**config.mk**
```make
export PLATFORM = sky130hd
export DESIGN_NAME = votrax_sc01a
export DESIGN_NICKNAME = d
export VERILOG_FILES = /design/src/votrax_pkg.sv /design/src/votrax_interp.sv /design/src/votrax_noise.sv /design/src/votrax_phone_ctrl.sv /design/src/votrax_rom.sv /design/src/votrax_sc01a.sv /design/src/votrax_timing.sv
export SDC_FILE = /design/constraint.sdc
export NUM_CORES = 1
export LEC_CHECK = 0
export BUFFER_PORTS_ARGS = -buffer_cell sky130_fd_sc_hd__clkbuf_2
export CORE_MARGIN = 4
export CORE_UTILIZATION = 65
export DETAILED_ROUTE_END_ITERATION = 10
export HOLD_SLACK_MARGIN = 0.02
export PLACE_DENSITY = 0.8
export SLEW_MARGIN = 20
export SYNTH_ARGS = -nofsm -noshare
export SYNTH_HDL_FRONTEND = slang
export SYNTH_SLANG_ARGS = --single-unit
```
**constraint.sdc**
```tcl
create_clock -name clk -period 7 [get_ports clk]
set_input_delay 0.7 -clock clk [delete_from_list [all_inputs] [get_ports clk]]
set_output_delay 0.7 -clock clk [all_outputs]
set_load 0.01 [all_outputs]
```
**src/votrax_pkg.sv**
```systemverilog
/*
 * Shared definitions for the SC01A core: phone and parameter words,
 * parameter vector and ROM entry structs, clock-enable bundle,
 * phone controller states and fixed timing constants
 */
`default_nettype none

package votrax_pkg;

    // ============================================================
    // Basic words
    // ============================================================
    typedef logic [5:0] phone_t;
    typedef logic [3:0] param_t;

    // Slot order of the seven parameters in the phone ROM
    typedef enum logic [2:0] {
        F1  = 3'd0,
        VA  = 3'd1,
        F2  = 3'd2,
        FC  = 3'd3,
        F2Q = 3'd4,
        F3  = 3'd5,
        FA  = 3'd6
    } param_sel_e;

    typedef struct packed {
        param_t f1;
        param_t va;
        param_t f2;
        param_t fc;
        param_t f2q;
        param_t f3;
        param_t fa;
    } param_vec_t;

    typedef struct packed {
        logic [6:0] duration;
        param_vec_t targets;
    } rom_entry_t;

    // Single-cycle enables from the tick generator
    typedef struct packed {
        logic param_tick;
        logic phone_tick;
    } tick_t;

    typedef enum logic [1:0] {
        IDLE,
        ACK,
        PLAY
    } phone_state_e;

    // ============================================================
    // Constants
    // ============================================================
    localparam int TICK_DIV    = 8;    // clk cycles per parameter tick
    localparam int PHONE_DIV   = 4;    // parameter ticks per phone tick
    localparam int NOISE_WIDTH = 30;
    localparam int NOISE_TAP_A = 29;
    localparam int NOISE_TAP_B = 27;
    localparam int NUM_PARAMS  = 7;

    // Silent phones
    localparam phone_t PAUSE_PHONE_A = 6'h03;
    localparam phone_t PAUSE_PHONE_B = 6'h3e;

endpackage

`default_nettype wire

```
**src/votrax_interp.sv**
```systemverilog
/*
 * Interpolator: seven 4-bit parameter registers, each stepping
 * by one toward its ROM target on every parameter tick
 */
`timescale 1ns/10ps
`default_nettype none

module votrax_interp import votrax_pkg::*; (
    input  wire             clk,
    input  wire             reset_n,
    input  wire tick_t      ticks,
    input  wire             busy,
    input  wire             pause,
    input  wire param_vec_t targets,
    output param_vec_t      params
);

    // Array views of the parameter vectors
    param_t [NUM_PARAMS-1:0] cur_vec;
    param_t [NUM_PARAMS-1:0] tgt_vec;
    param_t [NUM_PARAMS-1:0] nxt_vec;

    assign cur_vec = params;

    // Pause phones fade everything out
    assign tgt_vec = pause ? '0 : targets;

    // ============================================================
    // Step toward target
    // ============================================================
    always_comb begin
        for (int i = 0; i < NUM_PARAMS; i++) begin
            if (cur_vec[i] < tgt_vec[i]) begin
                nxt_vec[i] = cur_vec[i] + 4'd1;
            end else if (cur_vec[i] > tgt_vec[i]) begin
                nxt_vec[i] = cur_vec[i] - 4'd1;
            end else begin
                nxt_vec[i] = cur_vec[i];
            end
        end
    end

    always_ff @(posedge clk or negedge reset_n) begin
        if (!reset_n) begin
            params <= '0;
        end else if (ticks.param_tick && busy) begin
            params <= nxt_vec;
        end
    end

    // Each field moves at most one step per cycle
    for (genvar g = 0; g < NUM_PARAMS; g++) begin : g_step_chk
        a_one_step: assert property (@(posedge clk) disable iff (!reset_n)
            (5'(cur_vec[g]) <= 5'($past(cur_vec[g])) + 5'd1) &&
            (5'($past(cur_vec[g])) <= 5'(cur_vec[g]) + 5'd1));
    end

endmodule

`default_nettype wire

```
**src/votrax_noise.sv**
```systemverilog
/*
 * Noise source: 30-bit shift register with XNOR feedback,
 * frozen while a pause phone plays
 */
`timescale 1ns/10ps
`default_nettype none

module votrax_noise import votrax_pkg::*; (
    input  wire   clk,
    input  wire   reset_n,
    input  wire   tick_t ticks,
    input  wire   busy,
    input  wire   pause,
    output logic  noise_out
);

    logic [NOISE_WIDTH-1:0] noise_q;
    logic                   tap_xor;

    assign tap_xor   = noise_q[NOISE_TAP_A] ^ noise_q[NOISE_TAP_B];
    assign noise_out = tap_xor;

    always_ff @(posedge clk or negedge reset_n) begin
        if (!reset_n) begin
            noise_q <= '0;
        end else if (ticks.param_tick && !(busy && pause)) begin
            noise_q <= {noise_q[NOISE_WIDTH-2:0], ~tap_xor};
        end
    end

    // All ones would lock the XNOR feedback
    a_no_lockup: assert property (@(posedge clk) disable iff (!reset_n) !(&noise_q));

endmodule

`default_nettype wire

```
**src/votrax_phone_ctrl.sv**
```systemverilog
/*
 * Phone controller: four-phase req/ack handshake, phone latch,
 * pause detect and the phone duration counter
 */
`timescale 1ns/10ps
`default_nettype none

module votrax_phone_ctrl import votrax_pkg::*; (
    input  wire         clk,
    input  wire         reset_n,
    input  wire tick_t  ticks,
    input  wire phone_t phone_in,
    input  wire         phone_req,
    input  wire [6:0]   duration,
    output logic        phone_ack,
    output logic        busy,
    output phone_t      phone,
    output logic        pause
);

    phone_state_e state;
    logic [6:0]   dur_cnt;
    logic         dur_loaded;
    logic         phone_done;
    logic         latch;

    // New phone only accepted from idle
    assign latch = (state == IDLE) && phone_req;

    // Last phone tick of the current phone
    assign phone_done = busy && ticks.phone_tick &&
                        (dur_loaded ? (dur_cnt == 7'd1) : (duration == 7'd0));

    // ============================================================
    // Handshake FSM
    // ============================================================
    always_ff @(posedge clk or negedge reset_n) begin
        if (!reset_n) begin
            state     <= IDLE;
            phone_ack <= 1'b0;
            phone     <= '0;
            pause     <= 1'b0;
        end else begin
            case (state)
                IDLE: begin
                    if (phone_req) begin
                        state     <= ACK;
                        phone_ack <= 1'b1;
                        phone     <= phone_in;
                        pause     <= (phone_in == PAUSE_PHONE_A) ||
                                     (phone_in == PAUSE_PHONE_B);
                    end
                end
                ACK: begin
                    // Host released the request
                    if (!phone_req) begin
                        phone_ack <= 1'b0;
                        state     <= (busy && !phone_done) ? PLAY : IDLE;
                    end
                end
                PLAY: begin
                    if (phone_done) begin
                        state <= IDLE;
                    end
                end
                default: state <= IDLE;
            endcase
        end
    end

    // ============================================================
    // Duration counter
    // ============================================================
    always_ff @(posedge clk or negedge reset_n) begin
        if (!reset_n) begin
            busy       <= 1'b0;
            dur_cnt    <= '0;
            dur_loaded <= 1'b0;
        end else if (latch) begin
            busy       <= 1'b1;
            dur_loaded <= 1'b0;
        end else if (phone_done) begin
            busy <= 1'b0;
        end else if (busy && ticks.phone_tick) begin
            // First tick after the latch takes the ROM duration
            if (!dur_loaded) begin
                dur_cnt    <= duration;
                dur_loaded <= 1'b1;
            end else begin
                dur_cnt <= dur_cnt - 7'd1;
            end
        end
    end

    // No acknowledge while a phone is still playing
    a_no_ack_in_play: assert property (@(posedge clk) disable iff (!reset_n)
        $rose(phone_ack) |-> $past(!busy && state != PLAY));

endmodule

`default_nettype wire

```
**src/votrax_rom.sv**
```systemverilog
/*
 * Phone ROM: 64-entry table of two data words per phone, and the
 * decode of one entry into a duration and seven parameter targets
 */
`timescale 1ns/10ps
`default_nettype none

module votrax_rom import votrax_pkg::*; (
    input  wire phone_t phone,
    output rom_entry_t  entry
);

    // Upper 12 bits hold word 0, lower 32 bits word 1
    logic [43:0] rom_word;
    logic [6:0]  dur_field;
    logic [31:0] param_word;

    // Four scattered bits per parameter, slot index selects the lane
    function automatic param_t get_param(logic [31:0] word, param_sel_e sel);
        logic [31:0] base;
        base = word >> sel;
        return {base[0], base[7], base[14], base[21]};
    endfunction

    // ============================================================
    // Table
    // ============================================================
    always_comb begin
        case (phone)
            6'h00: rom_word = {12'h361, 32'h74688127};
            6'h01: rom_word = {12'h161, 32'hd4688127};
            6'h02: rom_word = {12'h9a1, 32'hc4688127};
            6'h03: rom_word = {12'h0e0, 32'hf0a050a4};
            6'h04: rom_word = {12'h0fb, 32'h610316e8};
            6'h05: rom_word = {12'h161, 32'h64c9c1a6};
            6'h06: rom_word = {12'h7a1, 32'h34c9c1a6};
            6'h07: rom_word = {12'h463, 32'hf3cb546c};
            6'h08: rom_word = {12'h161, 32'hc4e940a3};
            6'h09: rom_word = {12'hb61, 32'h806191a6};
            6'h0a: rom_word = {12'ha61, 32'h906191a6};
            6'h0b: rom_word = {12'h9a1, 32'h906191a6};
            6'h0c: rom_word = {12'h7a3, 32'h66a58832};
            6'h0d: rom_word = {12'ha61, 32'he6241936};
            6'h0e: rom_word = {12'h173, 32'h90e19122};
            6'h0f: rom_word = {12'h163, 32'hf7d36428};
            6'h10: rom_word = {12'h163, 32'hfb8b546c};
            6'h11: rom_word = {12'h9a2, 32'hfb8b546c};
            6'h12: rom_word = {12'h163, 32'h9cd15860};
            6'h13: rom_word = {12'h8a0, 32'h706980a3};
            6'h14: rom_word = {12'h9a0, 32'hd4084b36};
            6'h15: rom_word = {12'h8a1, 32'h84e940a3};
            6'h16: rom_word = {12'h7a1, 32'h30498123};
            6'h17: rom_word = {12'ha21, 32'h20498123};
            6'h18: rom_word = {12'h7a1, 32'hf409d0a2};
            6'h19: rom_word = {12'ha72, 32'h1123642c};
            6'h1a: rom_word = {12'h0e8, 32'hdb7b342c};
            6'h1b: rom_word = {12'h162, 32'hfd2204ac};
            6'h1c: rom_word = {12'h173, 32'he041c126};
            6'h1d: rom_word = {12'h7a2, 32'h65832ca8};
            6'h1e: rom_word = {12'hb7c, 32'h00e89126};
            6'h1f: rom_word = {12'h468, 32'h489132e0};
            6'h20: rom_word = {12'ha21, 32'h84c9c1a6};
            6'h21: rom_word = {12'h561, 32'h7069d326};
            6'h22: rom_word = {12'ha61, 32'h64a01226};
            6'h23: rom_word = {12'h0e3, 32'h548981a3};
            6'h24: rom_word = {12'hcc1, 32'h84e940a3};
            6'h25: rom_word = {12'h7b2, 32'h631324a8};
            6'h26: rom_word = {12'ha21, 32'h84e8c1a2};
            6'h27: rom_word = {12'ha21, 32'h806191a6};
            6'h28: rom_word = {12'ha21, 32'h80e8c122};
            6'h29: rom_word = {12'h7a1, 32'h64015326};
            6'h2a: rom_word = {12'h172, 32'he81132e0};
            6'h2b: rom_word = {12'h463, 32'h54084382};
            6'h2c: rom_word = {12'ha20, 32'h7049d326};
            6'h2d: rom_word = {12'ha66, 32'h1460c122};
            6'h2e: rom_word = {12'ha20, 32'h74e880a7};
            6'h2f: rom_word = {12'h7a0, 32'h74e880a7};
            6'h30: rom_word = {12'h461, 32'h606980a3};
            6'h31: rom_word = {12'h163, 32'h548981a3};
            6'h32: rom_word = {12'h7a1, 32'he48981a3};
            6'h33: rom_word = {12'ha21, 32'hb48981a3};
            6'h34: rom_word = {12'ha61, 32'h34e8c1a2};
            6'h35: rom_word = {12'h9a1, 32'h80e8c1a2};
            6'h36: rom_word = {12'h366, 32'h106083a2};
            6'h37: rom_word = {12'h461, 32'h90e8c122};
            6'h38: rom_word = {12'ha63, 32'h88e15220};
            6'h39: rom_word = {12'h168, 32'h183800a4};
            6'h3a: rom_word = {12'h8a1, 32'h2448c382};
            6'h3b: rom_word = {12'ha21, 32'h94688127};
            6'h3c: rom_word = {12'h9a1, 32'h9049d326};
            6'h3d: rom_word = {12'hcc1, 32'hb06980a3};
            6'h3e: rom_word = {12'ha23, 32'h00a050a4};
            6'h3f: rom_word = {12'h0f0, 32'h30a058a4};
        endcase
    end

    // ============================================================
    // Entry decode
    // ============================================================
    // Duration is word 0 bits 11..5
    assign dur_field  = rom_word[43:37];
    assign param_word = rom_word[31:0];

    always_comb begin
        // Stored bit-reversed, word 0 bit 5 is the duration MSB
        for (int i = 0; i < 7; i++) begin
            entry.duration[i] = dur_field[6 - i];
        end
        entry.targets.f1  = get_param(param_word, F1);
        entry.targets.va  = get_param(param_word, VA);
        entry.targets.f2  = get_param(param_word, F2);
        entry.targets.fc  = get_param(param_word, FC);
        entry.targets.f2q = get_param(param_word, F2Q);
        entry.targets.f3  = get_param(param_word, F3);
        entry.targets.fa  = get_param(param_word, FA);
    end

endmodule

`default_nettype wire

```
**src/votrax_sc01a.sv**
```systemverilog
/*
 * SC01A core top level: tick generator, phone controller,
 * phone ROM, interpolator and noise source
 */
`timescale 1ns/10ps
`default_nettype none

module votrax_sc01a import votrax_pkg::*; (
    input  wire         clk,
    input  wire         reset_n,
    input  wire phone_t phone_in,
    input  wire         phone_req,
    output logic        phone_ack,
    output logic        busy,
    output param_vec_t  params,
    output logic        noise_out
);

    tick_t      ticks;
    phone_t     phone;
    logic       pause;
    rom_entry_t entry;

    // ============================================================
    // Control path
    // ============================================================
    votrax_timing u_timing (
        .clk     (clk),
        .reset_n (reset_n),
        .ticks   (ticks)
    );

    votrax_phone_ctrl u_phone_ctrl (
        .clk       (clk),
        .reset_n   (reset_n),
        .ticks     (ticks),
        .phone_in  (phone_in),
        .phone_req (phone_req),
        .duration  (entry.duration),
        .phone_ack (phone_ack),
        .busy      (busy),
        .phone     (phone),
        .pause     (pause)
    );

    votrax_rom u_rom (
        .phone (phone),
        .entry (entry)
    );

    // ============================================================
    // Parameter and noise outputs
    // ============================================================
    votrax_interp u_interp (
        .clk     (clk),
        .reset_n (reset_n),
        .ticks   (ticks),
        .busy    (busy),
        .pause   (pause),
        .targets (entry.targets),
        .params  (params)
    );

    votrax_noise u_noise (
        .clk       (clk),
        .reset_n   (reset_n),
        .ticks     (ticks),
        .busy      (busy),
        .pause     (pause),
        .noise_out (noise_out)
    );

endmodule

`default_nettype wire

```
**src/votrax_timing.sv**
```systemverilog
/*
 * Tick generator: parameter tick every TICK_DIV clocks and
 * phone tick on every PHONE_DIV-th parameter tick
 */
`timescale 1ns/10ps
`default_nettype none

module votrax_timing import votrax_pkg::*; (
    input  wire   clk,
    input  wire   reset_n,
    output tick_t ticks
);

    logic [$clog2(TICK_DIV)-1:0]  div_cnt;
    logic [$clog2(PHONE_DIV)-1:0] sub_cnt;
    logic                         param_tick;

    // Last clk of each divider period
    assign param_tick = (div_cnt == TICK_DIV - 1);

    always_ff @(posedge clk or negedge reset_n) begin
        if (!reset_n) begin
            div_cnt <= '0;
            sub_cnt <= '0;
        end else begin
            if (param_tick) begin
                div_cnt <= '0;
                // Phone time base counts parameter ticks
                if (sub_cnt == PHONE_DIV - 1) begin
                    sub_cnt <= '0;
                end else begin
                    sub_cnt <= sub_cnt + 1'b1;
                end
            end else begin
                div_cnt <= div_cnt + 1'b1;
            end
        end
    end

    always_comb begin
        ticks.param_tick = param_tick;
        ticks.phone_tick = param_tick && (sub_cnt == PHONE_DIV - 1);
    end

endmodule

`default_nettype wire
```
==> Word level (Yosys, flattened, before mapping) <==
Memory sizes are Yosys's and may differ from the RTL's.
Cells that the tools add are included.
Widths: inputs -> output; s select.
{ "totals": {"register_bits": 82, "output_inout_bits": 31, "in_bits": 9, "mem_bits_ro": 2816, "memories": 1, "elab_cells": 131} }
{ "mem_list": {"columns": ["name", "depth", "width", "read_ports", "rd_clocked_by_memory_dff", "write_ports", "line", "text"], "rows": [
  ["(no name shown)", 64, 44, 1, 0, 0, "votrax_rom.sv:29", "case (phone)"]
]} }
{ "op_classes": {"n_reduce_logical": 35, "n_eq_ne": 11, "addsub": 17, "muxes": 32, "bitwise": 4, "n_lt_le_gt_ge": 14} }
{ "op_table": {"columns": ["cell", "count"], "rows": [
  ["$mux 4", 14],
  ["$add 4x1->4 const B", 7],
  ["$gt 4x4->1", 7],
  ["$lt 4x4->1", 7],
  ["$mux 28", 1],
  ["$sub 4x1->4 const B", 7],
  ["$reduce_bool 2->1", 10],
  ["$reduce_and 2->1", 9],
  ["$mux 2", 5],
  ["$reduce_and 3->1", 3],
  ["$logic_and 1x1->1", 8],
  ["$mux 1", 8],
  ["$eq 7x1->1 const B", 1],
  ["$logic_not 7->1", 1],
  ["$mux 7", 1],
  ["$sub 7x1->7 const B", 1],
  ["$eq 6x2->1 const B", 1],
  ["$eq 6x6->1 const B", 1],
  ["$ne 2x2->1 const B", 3],
  ["$pmux 2 s3", 1],
  ["$eq 2x2->1 const B", 2],
  ["$add 3x1->3 const B", 1],
  ["$eq 3x3->1 const B", 1],
  ["$mux 3", 1],
  ["9 further kinds", 12]
]} }

==> Longest topological paths before layout <==
Gate-level depths: netlist (run 1).
{ "logic_depth": {"ltp_word": 9, "ltp_mapped": 24} }

==> Cells and area by module <==
A second synthesis (run 1) with hierarchy kept.
{ "hier_totals": {"cells_unflattened": 844, "hier_area_um2": 7629.8} }
{ "modules_own_cells": {"columns": ["module", "seq_area_each_um2", "area_each_um2", "cells_each", "instances"], "rows": [
  ["votrax_rom", 0.0, 2688.8, 407, 1],
  ["votrax_interp", 700.7, 2551.2, 243, 1],
  ["votrax_noise", 750.7, 1156.1, 66, 1],
  ["votrax_phone_ctrl", 475.5, 1008.5, 113, 1],
  ["votrax_timing", 125.1, 225.2, 15, 1]
]} }

==> Worst setup path after synthesis (run 1) <==
OpenSTA, ideal clock, no wires.
{ "synth_timing": {"path_type": "reg2reg", "startpoint": "register u_phone_ctrl.phone[0]", "endpoint": "register, netlist name u_interp.params[23]", "path_stages_with_launch": 24, "arrival_time_ps": 4459, "setup_slack_ps": 2414, "n_path_buf": 3, "path_cell_list": "dfrtp_1 -> clkbuf_1 -> clkbuf_1 -> inv_1 -> ha_1 -> clkbuf_1 -> a21oi_1 -> nor2_1 -> nor3_1 -> a211oi_1 -> a31oi_1 -> or2_2 -> ha_1 -> nor2b_1 -> o21ai_0 -> nand2b_1 -> a21oi_1 -> inv_1 -> ha_1 -> a21o_1 -> a21oi_1 -> xnor2_1 -> nor2_1 -> xor2_1"} }
{ "synth_via": {"elab_chain_cells": 5, "elab_cells_between_ends": 7, "classes_between": "order compare: 2; mux: 2; reduce/logical: 2; memory: 1"} }
{ "synth_lines": {"columns": ["item", "line", "text"], "rows": [
  ["start: declaration", "votrax_phone_ctrl.sv:17", "output phone_t phone,"],
  ["start signal: assignment", "votrax_phone_ctrl.sv:49", "phone <= phone_in;"],
  ["$mem_v2 64x44 *", null, null],
  ["$mux 28 *", "votrax_interp.sv:26", "assign tgt_vec = pause ? '0 : targets;"],
  ["$gt 4x4->1 or $lt 4x4->1 (tied branches)", "votrax_interp.sv:35, votrax_interp.sv:33", null],
  ["$reduce_bool 2->1 (no source line)", null, null],
  ["$reduce_and 2->1 (no source line)", null, null]
]} }
Every way passes the cells marked *; elsewhere a longest branch is shown, timed or not.
A chain may end at the register's enable or synchronous reset.

==> Final worst setup path (run 1) <==
{ "layout_timing": {"startpoint": "register u_phone_ctrl.phone[1]", "endpoint": "register, netlist name u_interp.params[15]"} }
{ "layout_via": {"elab_chain_cells": 5, "elab_cells_between_ends": 7, "classes_between": "order compare: 2; mux: 2; reduce/logical: 2; memory: 1"} }
{ "layout_lines": {"columns": ["item", "line"], "rows": [
  ["$mem_v2 64x44 *", null],
  ["$mux 28 *", "votrax_interp.sv:26"],
  ["$gt 4x4->1 or $lt 4x4->1 (tied branches)", "votrax_interp.sv:35, votrax_interp.sv:33"],
  ["$reduce_bool 2->1 (no source line)", null],
  ["$reduce_and 2->1 (no source line)", null]
]} }
Marked as above.

==> results of run 1 <==
## power groups by stage
stage / Combinational, mW / Clock (mW) / Sequential [mW]
3_3_place_gp: 2.14 / 0 / 0.781
5_1_grt: 2.55 / 0.380 / 0.813
2_1_floorplan: 1.70 / 0 / 0.740
6_report: 2.32 / 0.352 / 0.788
4_1_cts: 2.27 / 0.362 / 0.783
3_5_place_dp: 2.26 / 0 / 0.791
## through the flow
stage / hold WS [ns] / total power, mW / cell area [sq um] / utilization, %
floorplan: 0.403 / 2.44 / 7120 / -
finish: 0.224 / 3.46 / 7490 / 71.3
detailed placement: 0.422 / 3.05 / 7290 / 69.4
global placement: 0.414 / 2.92 / 7290 / 69.4
CTS: 0.228 / 3.42 / 7490 / 71.3
global route: 0.241 / 3.74 / 7490 / 71.3
## sequential cells by signal (all words and copies together), names as in the netlist
register                 flops
u_interp.params             28
u_noise.noise_q             30
u_phone_ctrl.busy            1
u_phone_ctrl.dur_cnt         7
u_phone_ctrl.dur_loaded      1
u_phone_ctrl.pause           1
u_phone_ctrl.phone           6
u_phone_ctrl.phone_ack       1
u_phone_ctrl.state           2
u_timing.div_cnt             3
u_timing.sub_cnt             2
## cell families (layout without fill, tap and decap cells)
group,Yosys count,count (layout),share of synthesized area (%)
compound gates,254,254,23.8
xor+xnor,30,30,3.69
fa+ha+maj,66,66,12.3
buf+inv,97,101,5.94
flops,82,82,28.8
mux,50,50,8.50
simple gates,249,249,16.9
## layout make-up
| type | instances | area, sq um |
|---|---|---|
| Tap cell | 136 | 170 |
| Clock inverter | 7 | 76.3 |
| Clock buffer | 9 | 124 |
| Inverter | 35 | 131 |
| Fill cell | 818 | 3020 |
| Sequential cell | 82 | 2060 |
| Timing Repair Buffer | 50 | 280 |
| Multi-Input combinational cell | 649 | 4650 |
## per-layer routing
metal	vias to the layer above	part of all wire, %	wire [um]
met5	-	0	0
met4	0	4.3	864
met3	82	9.3	1860
met2	349	46	9210
met1	3079	41	8200
li1	3005	-	-
## worst paths after layout
| path | slack [ns] | end | startpoint |
|---|---|---|---|
| max in group asynchronous | 5.72 | u_phone_ctrl.phone[3]$_DFFE_PN0P_ | reset_n |
| worst min-delay path | 0.22 | u_interp.params[26]$_DFFE_PN0P_ | reset_n |
| worst max-delay path | 1.35 | u_interp.params[15]$_DFFE_PN0P_ | u_phone_ctrl.phone[1]$_DFFE_PN0P_ |
| min in group clk | 0.43 | u_timing.div_cnt[0]$_DFF_PN0_ | u_timing.div_cnt[0]$_DFF_PN0_ |
| worst min register to register | 0.43 | u_timing.div_cnt[0]$_DFF_PN0_ | u_timing.div_cnt[0]$_DFF_PN0_ |
| worst max register to register | 1.35 | u_interp.params[15]$_DFFE_PN0P_ | u_phone_ctrl.phone[1]$_DFFE_PN0P_ |
## cells in the mapped netlist, types with 4 or more instances
cell,number
a211o_1,6
nor2_1,63
buf_1,8
mux4_2,4
a22oi_1,4
o21ai_0,53
and3_1,6
a211oi_1,20
a221oi_1,4
nand3_1,14
mux2i_1,5
inv_1,33
o31ai_1,6
a31oi_1,11
nand2_1,69
clkbuf_1,26
a221oi_2,4
a21o_1,11
nand2b_1,20
o21ai_1,8
nor2b_1,21
fa_1,7
nor3_1,21
buf_2,23
or3_1,4
mux2_2,39
and2_1,7
o22ai_1,4
xor2_1,8
a21oi_1,66
ha_1,59
dfrtp_1,82
o211ai_1,13
xnor2_1,22
nand4_1,9
a311oi_1,5
## cell usage in the layout, fill, tap and decap left out, types with 5 or more instances in the layout
master,instances
ha_1,59
o31ai_1,6
nor3_1,21
and3_1,6
a21oi_1,66
a211oi_1,20
xnor2_1,22
buf_4,12
dfrtp_1,79
inv_1,33
a31oi_1,11
and2_1,7
mux2_2,39
nand2_1,69
nand4_1,9
a211o_1,6
o211ai_1,13
mux2i_1,5
a21o_1,11
clkbuf_8,9
a311oi_1,5
nand2b_1,20
o21ai_1,8
fa_1,7
nand3_1,14
nor2b_1,21
nor2_1,63
o21ai_0,53
clkbuf_2,38
xor2_1,8
==> flow_metrics.py, run 1 <==
metrics = {
    "outcome": {
        "status": "complete, no violations",
    },
    "synth": {
        "ys_ff_latch": 82,
        "ys_seq_area_share_pct": 28.8,
        "yosysUniqueCellTypes": 77,
        "synth_largest_area_cell": "dfrtp_1",
        "synth_area_sq_um": 7120,
        "syn_inst": 828,
        "synth_top_area_share_pct": 28.8,
        "synth_ff_type": "dfrtp_1",
        "ys_top_cells_by_area": "dfrtp_1, ha_1, mux2_2",
        "syn_area_per_cell_sq_um": 8.60,
        "synth_nets": 903,
        "synthArstFlopShare_pct": 100,
        "synth_warnings": 0,
        "synth_edf_count": 0,
    },
    "floorplan": {
        "rows": 37,
        "die_h_um": 113,
        "core_sq_um": 10500,
        "start_util_pct": 67.8,
        "fp.dieArea_sq_um": 12700,
        "num_io_pins": 40,
        "die_w_um": 113,
    },
    "pwr": {
        "p_per_area_nw_per_um2": 461,
        "swShare_pct": 51.6,
        "p_int_mw": 1.67,
        "clkPwrFrac_pct": 10.2,
        "pwr-share-comb_pct": 67.0,
        "vdd_drop_max_v": 0.000391,
        "seqPwrFrac_pct": 22.8,
        "power.switching_mw": 1.78,
        "p_leak_nw": 3.28,
    },
    "critical_path": {
        "worstSetupStartpointType": "flip-flop",
        "critPathTopFamily": "adder cells",
        "worst-path-max-fanout": 20,
        "end_kind": "flip-flop",
        "worstPathCellList": "clkinv_1 -> ha_1 -> inv_1 -> mux2i_1 -> a211oi_1 -> o21ai_0 -> ha_1 -> nor2b_1 -> o21ai_0 -> nand2b_1 -> a21oi_1 -> inv_1 -> ha_1 -> a21o_1 -> a21oi_1 -> xnor2_1 -> nor2_1 -> xor2_1",
        "crit_cells": 18,
        "max_stage_delay_ns": 0.85,
        "crit_required_ns": 7.28,
        "crit_slowest_cell": "ha_1",
        "crit_type": "flip-flop to flip-flop",
        "arrival_ns": 5.93,
        "crit_top_cell": "ha_1",
        "ff2ff_path_depth": 18,
        "crit_buf_inv": 3,
    },
    "clock_tree": {
        "numCtsBuffers": 9,
        "cts_root_buffer": "clkbuf_8",
        "clock-sinks": 82,
        "post_cts.repair.setup_buffers": 0,
        "holdBufCountCts": 0,
        "cts_max_level": 3,
        "clock_path_buffers": 2,
        "cts_tree": "built",
        "insertion_delay_ns": 0.39,
        "post_cts_resized": 0,
        "path_clk_slew_ns": 0.10,
    },
    "routing": {
        "routed_wl_um": 20100,
        "postRouteAntennaNets": 0,
        "drtPass1Iterations": 5,
        "drt-initial-drc-count": 909,
        "wire_per_inst_um": 20.8,
        "vias_per_cell": 6.73,
        "drc": 0,
        "num_vias": 6515,
    },
    "grt": {
        "antenna_found_initial": 0,
        "busiest_layer": "met2",
        "grt_use_total_pct": 32.3,
        "gr-total-overflow": 0,
        "grt_first_pass_wirelength_um": 33100,
        "grt.met3_usage_pct": 7.75,
        "grt.met1_usage_pct": 43.3,
        "grt_pass1_vias": 6320,
        "grt_max_degree": 55,
        "gr-usage-met2_pct": 49.3,
    },
    "sta": {
        "rsz0062_at_grt": "no",
        "fmax_mhz": 177,
        "skew_ns": 0.0161,
        "fin_ws_ns": 1.35,
        "tightest_slew_ns": 0.939,
        "slew_viol_final": 0,
        "setup_viol": 0,
        "fin_crit_sh_pct": 80.7,
        "fin_tns_setup_ns": 0,
        "timing.slew.headroom_pct": 37.4,
        "hold_viol_final": 0,
        "layout_min_cycle_time_ns": 5.65,
    },
    "min_path": {
        "hold_class": "input port to async pin",
    },
    "place": {
        "dpl.hpwl_um": 14200,
        "port_buffers": 39,
        "post-place-ws_ns": 1.51,
        "gp_congestion": 0.991,
        "numPlacedInstances": 952,
    },
    "finish": {
        "fin_cells": 968,
        "diodes": 0,
        "areaGrowthSynthToFinish_pct": 5.15,
        "drive_above_1_share_pct": 16.1,
        "finalNetCount": 902,
    },
    "flow_run": {
        "cap_violations": 0,
    },
}
No activity file was read; power rests on OpenSTA's default activity.
==> inputs of run 2 (changes only) <==
CORE_UTILIZATION = 57   (was 65)
PLACE_DENSITY = 0.74   (was 0.8)
clock period = 5.1 ns   (was 7 ns; I/O delays follow)
==> flow_metrics.py, run 2 (synthesis results as in run 1) <==
metrics = {
    "outcome": {
        "status": "complete, no violations",
    },
    "floorplan": {
        "fp.dieArea_sq_um": 14400,
        "num_io_pins": 40,
        "die_w_um": 120,
        "rows": 40,
        "die_h_um": 120,
        "start_util_pct": 58.8,
        "core_sq_um": 12100,
    },
    "finish": {
        "utilization_pct": 63.9,
        "areaGrowthSynthToFinish_pct": 8.59,
        "top_register": "u_noise.noise_q",
        "top_regs": "u_noise.noise_q (30), u_interp.params (28), u_phone_ctrl.dur_cnt (7)",
        "final_common_cell": "dfrtp_1",
        "fin_cells": 1011,
        "n_fill_cell": 1055,
        "largest_register_ffs": 30,
        "ff_latch_area_sq_um": 2060,
        "final_cell_mix": "dfrtp_1, nand2_1, a21oi_1",
        "multi_input_area_sq_um": 4650,
        "finalNetCount": 913,
        "diodes": 0,
        "drive_above_1_share_pct": 17.2,
    },
    "pwr": {
        "seqPwrFrac_pct": 21.0,
        "pwr-share-comb_pct": 65.1,
        "p_per_area_nw_per_um2": 637,
        "clkPwrFrac_pct": 13.9,
        "p_leak_nw": 3.39,
        "vdd_drop_max_v": 0.000420,
        "p_int_mw": 2.52,
        "swShare_pct": 48.8,
        "power.switching_mw": 2.41,
    },
    "grt": {
        "grt_max_degree": 99,
        "grt_pass1_vias": 6329,
        "gr-total-overflow": 0,
        "grt_use_total_pct": 27.9,
        "antenna_found_initial": 0,
        "grt_first_pass_wirelength_um": 32500,
    },
    "sta": {
        "hold_viol_final": 0,
        "fin_crit_sh_pct": 91.6,
        "fin_tns_setup_ns": 0,
        "setup_viol": 0,
        "layout_min_cycle_time_ns": 4.67,
        "rsz0062_at_grt": "no",
        "slew_viol_final": 0,
        "timing.slew.headroom_pct": 46.4,
        "skew_ns": 0.00403,
        "whs_ns": 0.198,
        "tightest_slew_ns": 0.803,
        "fmax_mhz": 214,
    },
    "clock_tree": {
        "cts_max_level": 3,
        "post_cts.repair.setup_buffers": 0,
        "numCtsBuffers": 9,
        "post_cts_resized": 0,
        "cts_tree": "built",
        "clock-sinks": 82,
        "cts_root_buffer": "clkbuf_16",
        "clock_path_buffers": 2,
        "insertion_delay_ns": 0.35,
        "path_clk_slew_ns": 0.07,
        "holdBufCountCts": 0,
    },
    "routing": {
        "routed_wl_um": 19900,
        "drc": 0,
        "postRouteAntennaNets": 0,
        "num_vias": 6579,
        "drtPass1Iterations": 6,
        "wire_per_inst_um": 19.7,
        "vias_per_cell": 6.51,
        "drt-initial-drc-count": 869,
    },
    "place": {
        "numPlacedInstances": 995,
        "dpl.hpwl_um": 14100,
        "gp_congestion": 1.05,
        "port_buffers": 39,
    },
    "critical_path": {
        "crit_type": "flip-flop to flip-flop",
        "arrival_ns": 4.90,
        "crit_required_ns": 5.33,
        "end_kind": "flip-flop",
        "worst-path-max-fanout": 19,
        "worstSetupStartpointType": "flip-flop",
    },
    "min_path": {
        "hold_class": "input port to async pin",
    },
    "flow_run": {
        "cap_violations": 0,
    },
}
[run 2: cell count changes in the layout (fill, tap and decap cells not counted), sizes merged]
cell    delta
buf       +11
inv        -1
bufinv     +1
[run 2: layer usage]
| layer | GRT usage, % | up-vias | part of all wire [%] |
|---|---|---|---|
| li1 | - | 3028 | - |
| met1 | 36.6 | 3107 | 42 |
| met2 | 43.8 | 371 | 45 |
| met3 | 5.80 | 73 | 9.0 |
| met4 | 13.7 | 0 | 4.5 |
| met5 | 0 | - | 0 |
[run 2: layout make-up]
class / count / share of cell area, %
Timing Repair Buffer: 61 / 4.90
Inverter: 35 / 1.70
Clock inverter: 7 / 1.05
Multi-Input combinational cell: 649 / 60.1
Tap cell: 168 / 2.72
Sequential cell: 82 / 26.6
Clock buffer: 9 / 2.91
[run 2: path summary, 6_finish.rpt]
check,from,end,slack [ns],depth (start not counted)
worst max register to register,u_phone_ctrl.phone[1]$_DFFE_PN0P_,u_interp.params[27]$_DFFE_PN0P_,0.43,19
min in group clk,phone_in[4],u_phone_ctrl.phone[4]$_DFFE_PN0P_,0.41,3
max in group asynchronous,reset_n,u_phone_ctrl.phone[3]$_DFFE_PN0P_,4.34,1
worst min-delay path,reset_n,u_interp.params[25]$_DFFE_PN0P_,0.20,1
worst min register to register,u_timing.div_cnt[0]$_DFF_PN0_,u_timing.div_cnt[0]$_DFF_PN0_,0.43,1
worst max-delay path,u_phone_ctrl.phone[1]$_DFFE_PN0P_,u_interp.params[27]$_DFFE_PN0P_,0.43,19
[run 2: worst max-delay path, stage by stage (launching register included)]
cell and delay [ns]:
dfrtp_1 0.36, buf_4 0.25, ha_1 0.48, nor2_1 0.19, nor3_1 0.45, a311o_1 0.20
a21oi_1 0.06, or4_1 0.51, ha_1 0.31, nor2b_1 0.13, o21ai_0 0.14, nand2b_1 0.07
a21oi_1 0.25, inv_1 0.13, ha_1 0.30, a21o_1 0.18, a21oi_1 0.16, xnor2_1 0.13
nor2_1 0.06, xor2_1 0.16
[run 2: metrics by stage]
| step | area [sq um] | worst slack (ns) | total power [mW] |
|---|---|---|---|
| CTS | 7730 | 0.547 | 4.90 |
| detailed placement | 7430 | 0.561 | 4.19 |
| floorplan | 7120 | 0.514 | 3.35 |
| finish | 7740 | 0.429 | 4.93 |
| global placement | 7430 | 0.662 | 4.07 |
| global route | 7740 | 0.0657 | 5.35 |
[run 2: power by group through the flow]
stage               logic, mW  clock network (mW)  registers (mW)
floorplan                2.33                   0            1.02
global placement         3.04                   0            1.03
detailed placement       3.15                   0            1.04
CTS                      3.16               0.704            1.03
global route             3.55               0.730            1.07
finish                   3.21               0.686            1.03
